[config.mk]
export PLATFORM = sky130hd
export DESIGN_NAME = mmio_rsp_path
export DESIGN_NICKNAME = d
export VERILOG_FILES = /design/src/hdl/mmio_cpl_pkg.sv /design/src/hdl/mmio_rd_req_decode.sv /design/src/hdl/tag_meta_ram.sv /design/src/hdl/cpl_skid_fifo2.sv /design/src/hdl/mmio_cpl_gen.sv /design/src/hdl/mmio_rsp_path.sv
export SDC_FILE = /design/constraint.sdc
export NUM_CORES = 2
export LEC_CHECK = 0
export ABC_AREA = 1
export BUFFER_PORTS_ARGS = -buffer_cell sky130_fd_sc_hd__buf_4
export CORE_MARGIN = 2
export CORE_UTILIZATION = 40
export CTS_BUF_LIST = sky130_fd_sc_hd__clkbuf_4 sky130_fd_sc_hd__clkbuf_8
export CTS_CLUSTER_SIZE = 12
export DETAILED_ROUTE_END_ITERATION = 10
export PLACE_DENSITY = 0.63
export SETUP_SLACK_MARGIN = 0.02
export SLEW_MARGIN = 20
export SYNTH_ARGS = -nofsm -noshare
export SYNTH_HDL_FRONTEND = slang
export SYNTH_SLANG_ARGS = --single-unit
[constraint.sdc]
create_clock -name clk -period 62.2 [get_ports clk]
set_clock_uncertainty 0.1 [all_clocks]
set_input_delay 12.44 -clock clk [delete_from_list [all_inputs] [get_ports clk]]
set_output_delay 12.44 -clock clk [all_outputs]
set_load 0.1 [all_outputs]
[src/hdl/mmio_cpl_pkg.sv]
//########################################
// Widths, TLP format/type codes and CplD
// header field positions for MMIO reads
//########################################
package mmio_cpl_pkg;

    // Requester and completer IDs share one width
    localparam int REQ_ID_BITS = 16;
    localparam int ADDR_LO_BITS = 7;
    localparam int LEN_DW_BITS = 10;
    localparam int BYTE_CNT_BITS = 12;

    // Tag field as it appears on the host channel and in the header
    localparam int TAG_FIELD_BITS = 8;

    // Each output channel carries half of the widest response
    localparam int CH_PAYLOAD_BITS = 256;
    localparam int PAYLOAD_BITS = 512;
    localparam int HDR_BITS = 96;

    // Largest read accepted, and largest completion that fits in channel 0
    localparam int MAX_LEN_DW = 16;
    localparam int SINGLE_CH_BYTES = 32;

    typedef enum logic [7:0] {
        FMT_MRD32 = 8'h00,
        FMT_MRD64 = 8'h20,
        FMT_CPLD  = 8'h4A
    } tlp_fmttype_e;

    // Low bit of each field in the three-dword CplD header
    localparam int HDR_FMTTYPE_LSB = 88;
    localparam int HDR_LENGTH_LSB = 64;
    localparam int HDR_CPL_ID_LSB = 48;
    localparam int HDR_BYTE_CNT_LSB = 32;
    localparam int HDR_REQ_ID_LSB = 16;
    localparam int HDR_TAG_LSB = 8;
    localparam int HDR_ADDR_LO_LSB = 0;

    // Meta word per tag is {tag, requester ID, lower address, byte count}
    function automatic int meta_bits(input int tag_bits);
        return tag_bits + REQ_ID_BITS + ADDR_LO_BITS + BYTE_CNT_BITS;
    endfunction

endpackage

[src/hdl/mmio_rd_req_decode.sv]
//########################################
// MMIO read request decoder with sticky
// error for unsupported requests
//########################################
`timescale 1ns/1ps

module mmio_rd_req_decode
    import mmio_cpl_pkg::*;
(
    input  logic                      clk,
    input  logic                      reset_n,
    input  logic                      req_valid,
    input  tlp_fmttype_e              req_fmttype,
    input  logic [TAG_FIELD_BITS-1:0] req_tag,
    input  logic [REQ_ID_BITS-1:0]    req_requester_id,
    input  logic [ADDR_LO_BITS-1:0]   req_addr_lo,
    input  logic [LEN_DW_BITS-1:0]    req_length_dw,
    output logic                      meta_valid,
    output logic [TAG_FIELD_BITS-1:0] meta_tag,
    output logic [REQ_ID_BITS-1:0]    meta_requester_id,
    output logic [ADDR_LO_BITS-1:0]   meta_addr_lo,
    output logic [BYTE_CNT_BITS-1:0]  meta_byte_count,
    output logic                      error
);

    logic is_read;
    logic len_ok;
    logic supported;

    // Only 32 and 64 bit memory reads are completed here
    assign is_read = (req_fmttype == FMT_MRD32) || (req_fmttype == FMT_MRD64);
    // A zero length field would mean 1024 dwords, far beyond the widest response
    assign len_ok = (req_length_dw != '0) && (req_length_dw <= LEN_DW_BITS'(MAX_LEN_DW));
    assign supported = is_read && len_ok;

    always_ff @(posedge clk)
    begin
        meta_valid <= req_valid && supported;
        meta_tag <= req_tag;
        meta_requester_id <= req_requester_id;
        // All byte enables are set, so the first byte is dword aligned
        meta_addr_lo <= {req_addr_lo[ADDR_LO_BITS-1:2], 2'b00};
        meta_byte_count <= {req_length_dw, 2'b00};

        // Stays set until the next reset
        if (req_valid && !supported)
        begin
            error <= 1'b1;
        end

        if (!reset_n)
        begin
            meta_valid <= 1'b0;
            error <= 1'b0;
        end
    end

    // The request that trips the error must not also reach the tag table
    assert property (@(posedge clk) disable iff (!reset_n) $rose(error) |-> !meta_valid)
        else $error("Unsupported MMIO read produced a table entry");

endmodule

[src/hdl/tag_meta_ram.sv]
//########################################
// Per-tag request field table, registered
// write and combinational read
//########################################
`timescale 1ns/1ps

module tag_meta_ram
#(
    parameter int N_ENTRIES = 32,
    parameter int N_DATA_BITS = 64
)
(
    input  logic                         clk,
    input  logic                         reset_n,
    input  logic [$clog2(N_ENTRIES)-1:0] waddr,
    input  logic                         wen,
    input  logic [N_DATA_BITS-1:0]       wdata,
    input  logic [$clog2(N_ENTRIES)-1:0] raddr,
    output logic [N_DATA_BITS-1:0]       rdata
);

    // Small enough to map onto LUT RAM
    logic [N_DATA_BITS-1:0] mem [N_ENTRIES];

    // Writes are ignored while the path is held in reset
    always_ff @(posedge clk)
    begin
        if (wen && reset_n)
        begin
            mem[waddr] <= wdata;
        end
    end

    // Response tag looks up its fields in the same cycle it arrives
    assign rdata = mem[raddr];

endmodule

[src/hdl/cpl_skid_fifo2.sv]
//########################################
// Two-entry FIFO with registered not_full
//########################################
`timescale 1ns/1ps

module cpl_skid_fifo2
#(
    parameter int N_DATA_BITS = 32
)
(
    input  logic                   clk,
    input  logic                   reset_n,
    input  logic [N_DATA_BITS-1:0] enq_data,
    input  logic                   enq_en,
    input  logic                   deq_en,
    output logic [N_DATA_BITS-1:0] first,
    output logic                   not_full,
    output logic                   not_empty
);

    // Entry 0 is always the head, entry 1 is only used when both are occupied
    logic [N_DATA_BITS-1:0] entry0;
    logic [N_DATA_BITS-1:0] entry1;
    logic [1:0] count;
    logic [1:0] count_next;
    logic enq_to_head;

    assign count_next = count + 2'(enq_en) - 2'(deq_en);

    // New data lands in the head slot whenever the head will be free after this edge
    assign enq_to_head = deq_en ? (count != 2'd2) : (count == 2'd0);

    always_ff @(posedge clk)
    begin
        if (deq_en && (count == 2'd2))
        begin
            entry0 <= entry1;
        end

        if (enq_en && enq_to_head)
        begin
            entry0 <= enq_data;
        end

        if (enq_en && !enq_to_head)
        begin
            entry1 <= enq_data;
        end
    end

    always_ff @(posedge clk)
    begin
        count <= count_next;
        // Registered so upstream ready has no combinational path from deq_en
        not_full <= (count_next != 2'd2);

        if (!reset_n)
        begin
            count <= 2'd0;
            not_full <= 1'b1;
        end
    end

    assign first = entry0;
    assign not_empty = (count != 2'd0);

    assert property (@(posedge clk) disable iff (!reset_n) enq_en |-> not_full)
        else $error("Enqueue into full completion FIFO");
    assert property (@(posedge clk) disable iff (!reset_n) deq_en |-> not_empty)
        else $error("Dequeue from empty completion FIFO");

endmodule

[src/hdl/mmio_cpl_gen.sv]
//########################################
// CplD generator joining AFU read data
// with stored request fields per tag
//########################################
`timescale 1ns/1ps

module mmio_cpl_gen
    import mmio_cpl_pkg::*;
#(
    parameter int MAX_OUTSTANDING = 32
)
(
    input  logic                      clk,
    input  logic                      reset_n,
    input  logic                      meta_valid,
    input  logic [TAG_FIELD_BITS-1:0] meta_tag,
    input  logic [REQ_ID_BITS-1:0]    meta_requester_id,
    input  logic [ADDR_LO_BITS-1:0]   meta_addr_lo,
    input  logic [BYTE_CNT_BITS-1:0]  meta_byte_count,
    input  logic                      rsp_valid,
    output logic                      rsp_ready,
    input  logic [TAG_FIELD_BITS-1:0] rsp_tag,
    input  logic [PAYLOAD_BITS-1:0]   rsp_payload,
    output logic                      tx_valid,
    input  logic                      tx_ready,
    output logic                      tx_last,
    output logic [1:0]                tx_ch_valid,
    output logic [1:0]                tx_ch_sop,
    output logic [1:0]                tx_ch_eop,
    output logic [HDR_BITS-1:0]       tx_hdr,
    output logic [PAYLOAD_BITS-1:0]   tx_payload
);

    localparam int TAG_BITS = $clog2(MAX_OUTSTANDING);
    localparam int META_BITS = meta_bits(TAG_BITS);

    logic meta_valid_q;
    logic [META_BITS-1:0] meta_word_q;
    logic [TAG_BITS-1:0] wr_idx;
    logic [TAG_BITS-1:0] rsp_idx;
    logic [META_BITS-1:0] rsp_meta;
    logic rsp_xfer;
    logic [PAYLOAD_BITS+META_BITS-1:0] head;
    logic head_valid;
    logic head_deq;
    logic [PAYLOAD_BITS-1:0] head_payload;
    logic [TAG_BITS-1:0] head_tag;
    logic [REQ_ID_BITS-1:0] head_req_id;
    logic [ADDR_LO_BITS-1:0] head_addr_lo;
    logic [BYTE_CNT_BITS-1:0] head_byte_cnt;
    logic [HDR_BITS-1:0] cpl_hdr;
    logic dual_ch;
    logic tx_free;
    logic [MAX_OUTSTANDING-1:0] tag_active;

    // One more register stage before the table write, as on the host side
    always_ff @(posedge clk)
    begin
        meta_valid_q <= meta_valid;
        meta_word_q <= {meta_tag[TAG_BITS-1:0], meta_requester_id, meta_addr_lo,
                        meta_byte_count};

        if (!reset_n)
        begin
            meta_valid_q <= 1'b0;
        end
    end

    assign wr_idx = meta_word_q[META_BITS-1 -: TAG_BITS];
    assign rsp_idx = rsp_tag[TAG_BITS-1:0];
    assign rsp_xfer = rsp_valid && rsp_ready;

    tag_meta_ram #(
        .N_ENTRIES(MAX_OUTSTANDING),
        .N_DATA_BITS(META_BITS)
    ) meta_ram_i (
        .clk(clk),
        .reset_n(reset_n),
        .waddr(wr_idx),
        .wen(meta_valid_q),
        .wdata(meta_word_q),
        .raddr(rsp_idx),
        .rdata(rsp_meta)
    );

    // Each accepted response is queued together with its request fields
    cpl_skid_fifo2 #(
        .N_DATA_BITS(PAYLOAD_BITS + META_BITS)
    ) rsp_fifo_i (
        .clk(clk),
        .reset_n(reset_n),
        .enq_data({rsp_payload, rsp_meta}),
        .enq_en(rsp_xfer),
        .deq_en(head_deq),
        .first(head),
        .not_full(rsp_ready),
        .not_empty(head_valid)
    );

    assign {head_payload, head_tag, head_req_id, head_addr_lo, head_byte_cnt} = head;

    // Completer ID stays zero, every other unnamed bit too
    always_comb
    begin
        cpl_hdr = '0;
        cpl_hdr[HDR_FMTTYPE_LSB +: 8] = FMT_CPLD;
        cpl_hdr[HDR_LENGTH_LSB +: LEN_DW_BITS] = LEN_DW_BITS'(head_byte_cnt >> 2);
        cpl_hdr[HDR_CPL_ID_LSB +: REQ_ID_BITS] = '0;
        cpl_hdr[HDR_BYTE_CNT_LSB +: BYTE_CNT_BITS] = head_byte_cnt;
        cpl_hdr[HDR_REQ_ID_LSB +: REQ_ID_BITS] = head_req_id;
        cpl_hdr[HDR_TAG_LSB +: TAG_FIELD_BITS] = TAG_FIELD_BITS'(head_tag);
        cpl_hdr[HDR_ADDR_LO_LSB +: ADDR_LO_BITS] = head_addr_lo;
    end

    // Anything wider than one channel spills into channel 1
    assign dual_ch = (head_byte_cnt > BYTE_CNT_BITS'(SINGLE_CH_BYTES));

    // Output register loads when empty or when its beat is taken
    assign tx_free = tx_ready || !tx_valid;
    assign head_deq = head_valid && tx_free;

    always_ff @(posedge clk)
    begin
        if (tx_free)
        begin
            tx_valid <= head_valid;
            tx_last <= head_valid;
            tx_ch_valid <= {head_valid && dual_ch, head_valid};
            tx_ch_sop <= {1'b0, head_valid};
            tx_ch_eop <= {head_valid && dual_ch, head_valid && !dual_ch};
            tx_hdr <= cpl_hdr;
            // Channel 1 payload is zero on a single-channel completion
            tx_payload <= dual_ch ? head_payload :
                          {{CH_PAYLOAD_BITS{1'b0}}, head_payload[CH_PAYLOAD_BITS-1:0]};
        end

        if (!reset_n)
        begin
            tx_valid <= 1'b0;
            tx_last <= 1'b0;
            tx_ch_valid <= 2'b00;
            tx_ch_sop <= 2'b00;
            tx_ch_eop <= 2'b00;
        end
    end

    // Outstanding tags, kept only for the protocol checks below
    always_ff @(posedge clk)
    begin
        if (rsp_xfer)
        begin
            tag_active[rsp_idx] <= 1'b0;
        end

        if (meta_valid_q)
        begin
            tag_active[wr_idx] <= 1'b1;
        end

        if (!reset_n)
        begin
            tag_active <= '0;
        end
    end

    assert property (@(posedge clk) disable iff (!reset_n)
                     meta_valid |-> (meta_tag < TAG_FIELD_BITS'(MAX_OUTSTANDING)))
        else $error("MMIO read tag 0x%0h outside the tag table", meta_tag);
    assert property (@(posedge clk) disable iff (!reset_n) meta_valid_q |-> !tag_active[wr_idx])
        else $error("Duplicate MMIO read tag 0x%0h", wr_idx);
    assert property (@(posedge clk) disable iff (!reset_n) rsp_xfer |-> tag_active[rsp_idx])
        else $error("Response for inactive MMIO read tag 0x%0h", rsp_idx);

endmodule

[src/hdl/mmio_rsp_path.sv]
//########################################
// MMIO read completion path top level
//########################################
`timescale 1ns/1ps

module mmio_rsp_path
    import mmio_cpl_pkg::*;
#(
    parameter int MAX_OUTSTANDING = 32
)
(
    input  logic                      clk,
    input  logic                      reset_n,
    input  logic                      req_valid,
    input  tlp_fmttype_e              req_fmttype,
    input  logic [TAG_FIELD_BITS-1:0] req_tag,
    input  logic [REQ_ID_BITS-1:0]    req_requester_id,
    input  logic [ADDR_LO_BITS-1:0]   req_addr_lo,
    input  logic [LEN_DW_BITS-1:0]    req_length_dw,
    input  logic                      rsp_valid,
    output logic                      rsp_ready,
    input  logic [TAG_FIELD_BITS-1:0] rsp_tag,
    input  logic [PAYLOAD_BITS-1:0]   rsp_payload,
    output logic                      tx_valid,
    input  logic                      tx_ready,
    output logic                      tx_last,
    output logic [1:0]                tx_ch_valid,
    output logic [1:0]                tx_ch_sop,
    output logic [1:0]                tx_ch_eop,
    output logic [HDR_BITS-1:0]       tx_hdr,
    output logic [PAYLOAD_BITS-1:0]   tx_payload,
    output logic                      error
);

    // Decoded request fields on their way to the tag table
    logic meta_valid;
    logic [TAG_FIELD_BITS-1:0] meta_tag;
    logic [REQ_ID_BITS-1:0] meta_requester_id;
    logic [ADDR_LO_BITS-1:0] meta_addr_lo;
    logic [BYTE_CNT_BITS-1:0] meta_byte_count;

    mmio_rd_req_decode decode_i (
        .clk(clk),
        .reset_n(reset_n),
        .req_valid(req_valid),
        .req_fmttype(req_fmttype),
        .req_tag(req_tag),
        .req_requester_id(req_requester_id),
        .req_addr_lo(req_addr_lo),
        .req_length_dw(req_length_dw),
        .meta_valid(meta_valid),
        .meta_tag(meta_tag),
        .meta_requester_id(meta_requester_id),
        .meta_addr_lo(meta_addr_lo),
        .meta_byte_count(meta_byte_count),
        .error(error)
    );

    mmio_cpl_gen #(
        .MAX_OUTSTANDING(MAX_OUTSTANDING)
    ) cpl_gen_i (
        .clk(clk),
        .reset_n(reset_n),
        .meta_valid(meta_valid),
        .meta_tag(meta_tag),
        .meta_requester_id(meta_requester_id),
        .meta_addr_lo(meta_addr_lo),
        .meta_byte_count(meta_byte_count),
        .rsp_valid(rsp_valid),
        .rsp_ready(rsp_ready),
        .rsp_tag(rsp_tag),
        .rsp_payload(rsp_payload),
        .tx_valid(tx_valid),
        .tx_ready(tx_ready),
        .tx_last(tx_last),
        .tx_ch_valid(tx_ch_valid),
        .tx_ch_sop(tx_ch_sop),
        .tx_ch_eop(tx_ch_eop),
        .tx_hdr(tx_hdr),
        .tx_payload(tx_payload)
    );

endmodule

Word level (Yosys, flattened, before mapping)
Memory sizes are Yosys's and may differ from the RTL's.
Index checks and enable logic that the tools add are counted.
{"block": "totals", "out_inout_bits": 618, "ram_bits": 1152, "register_bits": 1749, "latch_bits": 0, "n_memories": 1, "in_bits": 574, "rom_bits": 0, "word_cells": 55}
{"block": "op_classes", "n_div": 0, "mul": 0, "n_bitwise": 0, "reduce_logical": 23, "shifts": 0, "n_lt_le_gt_ge": 2, "n_eq_ne": 4, "n_addsub": 2, "n_mux": 5}
{"memory": "cpl_gen_i.meta_ram_i.mem", "words": 32, "word_bits": 36, "rd": 1, "rd_ports_with_merged_regs": 0, "wr": 1, "line": "tag_meta_ram.sv:23", "text": "logic [N_DATA_BITS-1:0] mem [N_ENTRIES];"}
{"operator": "$mux W552", "n": 2}
{"operator": "$gt A12 B6 Y1 const B", "n": 1}
{"operator": "$logic_and A1 B1 Y1", "n": 12}
{"operator": "$le A10 B5 Y1 const B", "n": 1}
{"operator": "$reduce_bool A10 Y1", "n": 1}
{"operator": "$eq A8 B6 Y1 const B", "n": 1}
{"operator": "$logic_not A8 Y1", "n": 1}
{"operator": "$logic_not A1 Y1", "n": 4}
{"operator": "$ne A2 B2 Y1 const B", "n": 2}
{"operator": "$reduce_bool A2 Y1", "n": 2}
{"operator": "$mux W1", "n": 3}
{"operator": "$add A2 B1 Y2", "n": 1}
{"operator": "$eq A2 B2 Y1 const B", "n": 1}
{"operator": "$logic_not A2 Y1", "n": 1}
{"operator": "$logic_or A1 B1 Y1", "n": 2}
{"operator": "$sub A2 B1 Y2", "n": 1}

Logic depth before layout (Yosys ltp)
{"block": "depth", "ltp_word": 6, "depth_mapped": 12, "ltp_nobuf": 10}

Modules after synthesis
Synthesis repeated with hierarchy kept, for this count alone.
{"block": "unflattened", "cells_unflattened": 8638, "hier_area_um2": 113889.2}
{"module": "tag_meta_ram", "area_each_um2": 51624.5, "cells_per_inst": 4369, "seq_area_each_um2": 38436.9, "instances": 1}
{"module": "cpl_skid_fifo2", "area_each_um2": 41126.9, "cells_per_inst": 2973, "seq_area_each_um2": 33211.9, "instances": 1}
{"module": "mmio_cpl_gen", "area_each_um2": 20184.4, "cells_per_inst": 1228, "seq_area_each_um2": 17456.7, "instances": 1}
{"module": "mmio_rd_req_decode", "area_each_um2": 953.4, "cells_per_inst": 68, "seq_area_each_um2": 820.8, "instances": 1}

Least setup slack after synthesis
No wires, ideal clock.
{"block": "synth_path", "path_type": "input-to-reg", "start": "input port tx_ready", "end": "register cpl_gen_i.rsp_fifo_i.entry0[100], in the netlist cpl_gen_i.rsp_fifo_i.first[100] (enable)", "setup_ns": 2.219, "cell_stages": 2, "n_path_buf": 0, "arrival_ns": 50.555, "setup_slack_ns": 9.326, "t_required_ns": 59.881, "path_cell_list": "nor2_2 -> o21ai_0"}
{"block": "synth_between", "elab_chain_len": 5, "word_cells_on_any_way": 6, "cone_classes": "mux: 1; reduce/logical: 5"}
{"item": "from (decl)", "line": "mmio_rsp_path.sv:25", "text": "input logic tx_ready,"}
{"item": "$logic_or A1 B1 Y1 (*)", "line": "mmio_cpl_gen.sv:119", "text": "assign tx_free = tx_ready || !tx_valid;"}
{"item": "$logic_and A1 B1 Y1 (*)", "line": "mmio_cpl_gen.sv:120", "text": "assign head_deq = head_valid && tx_free;"}
{"item": "$mux W1", "line": "cpl_skid_fifo2.sv:31", "text": "assign enq_to_head = deq_en ? (count != 2'd2) : (count == 2'd0);"}
{"item": "$logic_and A1 B1 Y1", "line": "cpl_skid_fifo2.sv:40", "text": "if (enq_en && enq_to_head)"}
{"item": "$reduce_bool A2 Y1 (no line) (*)"}
{"item": "to (signal assigned)", "line": "cpl_skid_fifo2.sv:37", "text": "entry0 <= entry1;"}
{"item": "to (signal assigned)", "line": "cpl_skid_fifo2.sv:42", "text": "entry0 <= enq_data;"}
{"item": "to (decl)", "line": "cpl_skid_fifo2.sv:22", "text": "logic [N_DATA_BITS-1:0] entry0;"}
Every way passes the cells marked *; elsewhere a longest branch is shown, timed or not.
A chain may end at the register's enable or synchronous reset.

Final worst setup path
{"block": "layout_path", "start": "input port tx_ready", "end": "register cpl_gen_i.rsp_fifo_i.entry0[343], in the netlist cpl_gen_i.rsp_fifo_i.first[343] (enable)"}
The elaborated chain is that of the path after synthesis.

==> out/qor.csv <==
stage,metric,value,unit
floorplan,io-pin-count,1192,
setup_path,cp_top_family,buffers and inverters,
yosys,synth_common_cells,"nand2_1, edfxtp_1, nand3_1",
grt,grt_pass1_vias,64820,
cells_and_area,fill_cells,23010,
setup_path,cp-start-kind,primary input,
power_and_ir_drop,p_switching,2.777,mW
routing,route.vias.total,67500,
cts,cts_sinks,2877,
power_and_ir_drop,p_int,3.878,mW
routing,drc,0,
yosys,yosysWarnings,0,
yosys,synth_cells,8019,
grt,grt_max_degree,215,
timing,finalSetupViolations,0,
yosys,yosys.cell_count.top_type,nand2_1,
power_and_ir_drop,power.leakage,50.50,nW
place,dpl.hpwl,203.5,mm
cts,cts_tree,done,
grt,grt_pass1_wl,456.8,mm
setup_path,crit_path_frequent_cell,buf_4,
routing,drtPass1Iterations,6,
yosys,synth_cell_types,27,
setup_path,max_stage_delay,0.86,ns
yosys,synthArstFlopShare,0,%
power_and_ir_drop,swShare,41.73,%
yosys,yosys_register_bits,2877,
yosys,postSynthAreaPerCell,13.35,um^2
floorplan,initial_core_util,40.31,%
timing,fmax,54.57,MHz
cells_and_area,final_cells,13260,
cts,clockBufferDepth,4,
routing,ant_nets,0,
floorplan,fp.coreArea,0.2656,mm^2
cts,cts_resized,0,
grt,grt-ovfl-total,0,
routing,drtIter0Drc,6062,
timing,maxSlewHeadroom,10.18,%
place,gp_congestion,0.8921,
routing,postRouteWirelength,327.5,mm
power_and_ir_drop,power_frac_comb,33.3,%
cts,clk_latency,1.10,ns
setup_path,crit_buf_inv,7,
yosys,yosys.area.top_type,edfxtp_1,
job,cap_violations,0,
timing,tns,0,ns
routing,viasPerCell,5.089,
setup_path,worstPathCellList,buf_4 -> nor2_2 -> nand2_1 -> nand3_4 -> o21ai_4 -> buf_4 -> buf_12 -> buf_4 -> buf_4 -> buf_4 -> buf_4,
cells_and_area,nNetsFinal,9867,
power_and_ir_drop,seqPwrFrac,41.9,%
grt,antenna_found_initial,96,
setup_path,critPathKind,primary input to flip-flop,
power_and_ir_drop,powerDensity,51.84,mW/mm^2
setup_path,crit_required,62.73,ns
setup_path,worstPathMaxFanout,155,
setup_path,cp.depth,11,
timing,tightest_slew,1.347,ns
floorplan,rows,189,
cts,cts.clk_slew.worst_paths,0.06,ns
timing,final-max-slew-violation-count,0,
grt,grt_util_all_layers,23.20,%
timing,layout_min_cycle_time,18.32,ns
power_and_ir_drop,power_frac_clock,24.8,%
cts,cts_root_buf,clkbuf_8,
yosys,synth_area_leaders,"edfxtp_1, nand2_1, nand3_1, dfxtp_1, buf_2",
timing,final-hold-violation-count,0,
setup_path,arrival,18.86,ns
yosys,ys.flop_type,edfxtp_1,
yosys,yosysSeqAreaShare,79.95,%
floorplan,die_x,521.3,um
cells_and_area,layout-drive-gt1-share,20.78,%
place,portBuffers,1131,
floorplan,die-height,521.3,um
outcome,status,"finished, final reports clean",
yosys,synth_edf_count,2796,
routing,routedWlPerCell,24.69,um
setup_path,r2r_cells,11,
setup_path,slowest_stage,buf_4,
cts,cts-buffers-inserted,456,
yosys,yosys.area.top_type_share,78.44,%
power_and_ir_drop,ir_drop,53.60,uV
cells_and_area,area_delta_synth_final,19.94,%
min_path,holdPathStages,0,
min_path,min_path_type,flip-flop to flip-flop,
timing,fin_crit_sh,29.46,%
cts,postCtsSetupBuffers,0,
floorplan,die-area,0.2718,mm^2
setup_path,end_kind,flip-flop,
cts,hold_buffers,0,
timing,rsz0062_at_grt,false,
yosys,syn_area,0.1070,mm^2
cts,cts_max_level,5,
place,placed_cells,12370,
[placed cells by master, fill, tap and decap left out, types with 2 or more instances in the layout]
| master | count |
|---|---|
| clkinv_2 | 46 |
| inv_12 | 8 |
| nand3_1 | 984 |
| and2_1 | 36 |
| a21oi_1 | 5 |
| inv_6 | 2 |
| buf_8 | 2 |
| diode_2 | 63 |
| dfxtp_2 | 8 |
| clkinv_8 | 8 |
| bufinv_16 | 14 |
| inv_1 | 270 |
| buf_12 | 11 |
| nor2_4 | 32 |
| edfxtp_1 | 2796 |
| clkbuf_8 | 495 |
| inv_16 | 5 |
| inv_8 | 4 |
| nand2_1 | 3066 |
| buf_4 | 1208 |
| conb_1 | 51 |
| clkinv_16 | 2 |
| ha_1 | 2 |
| nor2_1 | 269 |
| clkbuf_4 | 149 |
| clkinv_1 | 100 |
| clkinvlp_4 | 6 |
| dfxtp_1 | 73 |
[per-layer routing]
metal	GRT usage, %	vias up	routed length (um)
met5	0	-	470
met4	12.69	66	19840
li1	-	30170	-
met1	28.58	33330	120800
met3	6.067	784	31860
met2	37.36	3146	154500
[power by group through the flow]
stage	Clock [mW]	Sequential, mW	Combinational [mW]
after floorplan	0	4.36	0.397
after global placement	0	2.82	2.22
after detailed placement	0	2.83	2.23
after CTS	1.68	2.79	2.23
after global routing	1.76	2.82	2.28
final	1.65	2.79	2.22
[state kept, by name (all words and copies together), names as in the netlist]
name                           cells
cpl_gen_i.meta_ram_i.mem        1152
decode_i.meta_byte_count          10
cpl_gen_i.rsp_fifo_i.not_full      1
cpl_gen_i.rsp_fifo_i.count         2
cpl_gen_i.tx_payload             512
cpl_gen_i.meta_word_q             36
cpl_gen_i.tx_ch_valid              1
decode_i.meta_addr_lo              5
cpl_gen_i.tx_hdr                  36
cpl_gen_i.tx_ch_eop                2
cpl_gen_i.rsp_fifo_i.first       548
decode_i.meta_requester_id        16
decode_i.meta_tag                  5
decode_i.meta_valid                1
cpl_gen_i.rsp_fifo_i.entry1      548
cpl_gen_i.meta_valid_q             1
decode_i.error                     1
[kinds of logic after synthesis]
| family | count (synthesis) | share of synthesized area [%] |
|---|---|---|
| fa+ha+maj | 2 | 0.02337 |
| compound gates | 9 | 0.04442 |
| buf+inv | 735 | 3.314 |
| other cells | 2 | 0.007016 |
| xor+xnor | 1 | 0.008184 |
| flops | 2877 | 79.95 |
| simple gates | 4393 | 16.65 |
[final cells by class]
cell class	instances	area, um^2	area share, %
sequential	2877	85590	66.67
tap	3533	4420	3.443
multi-input combinational	4456	18370	14.31
inverter	278	1092	0.8508
timing repair buffer	1222	9330	7.267
antenna	63	157.7	0.1228
clock buffer	644	7931	6.178
clock inverter	190	1494	1.164
[worst register-to-register path, cell delays in order, from the launching register on]
cell and delay, ns:
dfxtp_1 0.41, inv_1 0.11, nor2_2 0.10, nand2_1 0.19, nand3_4 0.56, o21ai_4 0.22, buf_4 0.85, buf_12 0.56
buf_4 1.24, buf_4 0.81, buf_4 0.91, buf_4 0.85
[worst paths after layout]
path         slack, ns                                   endpoint                                   from
max              43.88  cpl_gen_i.rsp_fifo_i.first[343]$_DFFE_PP_                               tx_ready
max reg2reg      54.83  cpl_gen_i.rsp_fifo_i.first[343]$_DFFE_PP_  cpl_gen_i.tx_ch_valid[0]$_SDFFE_PN0N_
min reg2reg       0.17           cpl_gen_i.meta_word_q[7]$_DFF_P_    decode_i.meta_byte_count[7]$_DFF_P_
min               0.17           cpl_gen_i.meta_word_q[7]$_DFF_P_    decode_i.meta_byte_count[7]$_DFF_P_
[through the flow]
step                cell area [um^2]  power (mW)  utilization (%)  hold slack [ns]  setup WS [ns]
floorplan                     107200       4.756                -           0.2096          9.326
global placement              118800       5.042            44.72           0.2125          42.96
detailed placement            118800       5.056            44.72           0.2121          42.89
CTS                           128200       6.710            48.27           0.2022          44.08
global route                  128300       6.860            48.30           0.2189          43.72
finish                        128400       6.656            48.35           0.1734          43.88
Note: power is estimated with default switching activity, not from simulation.
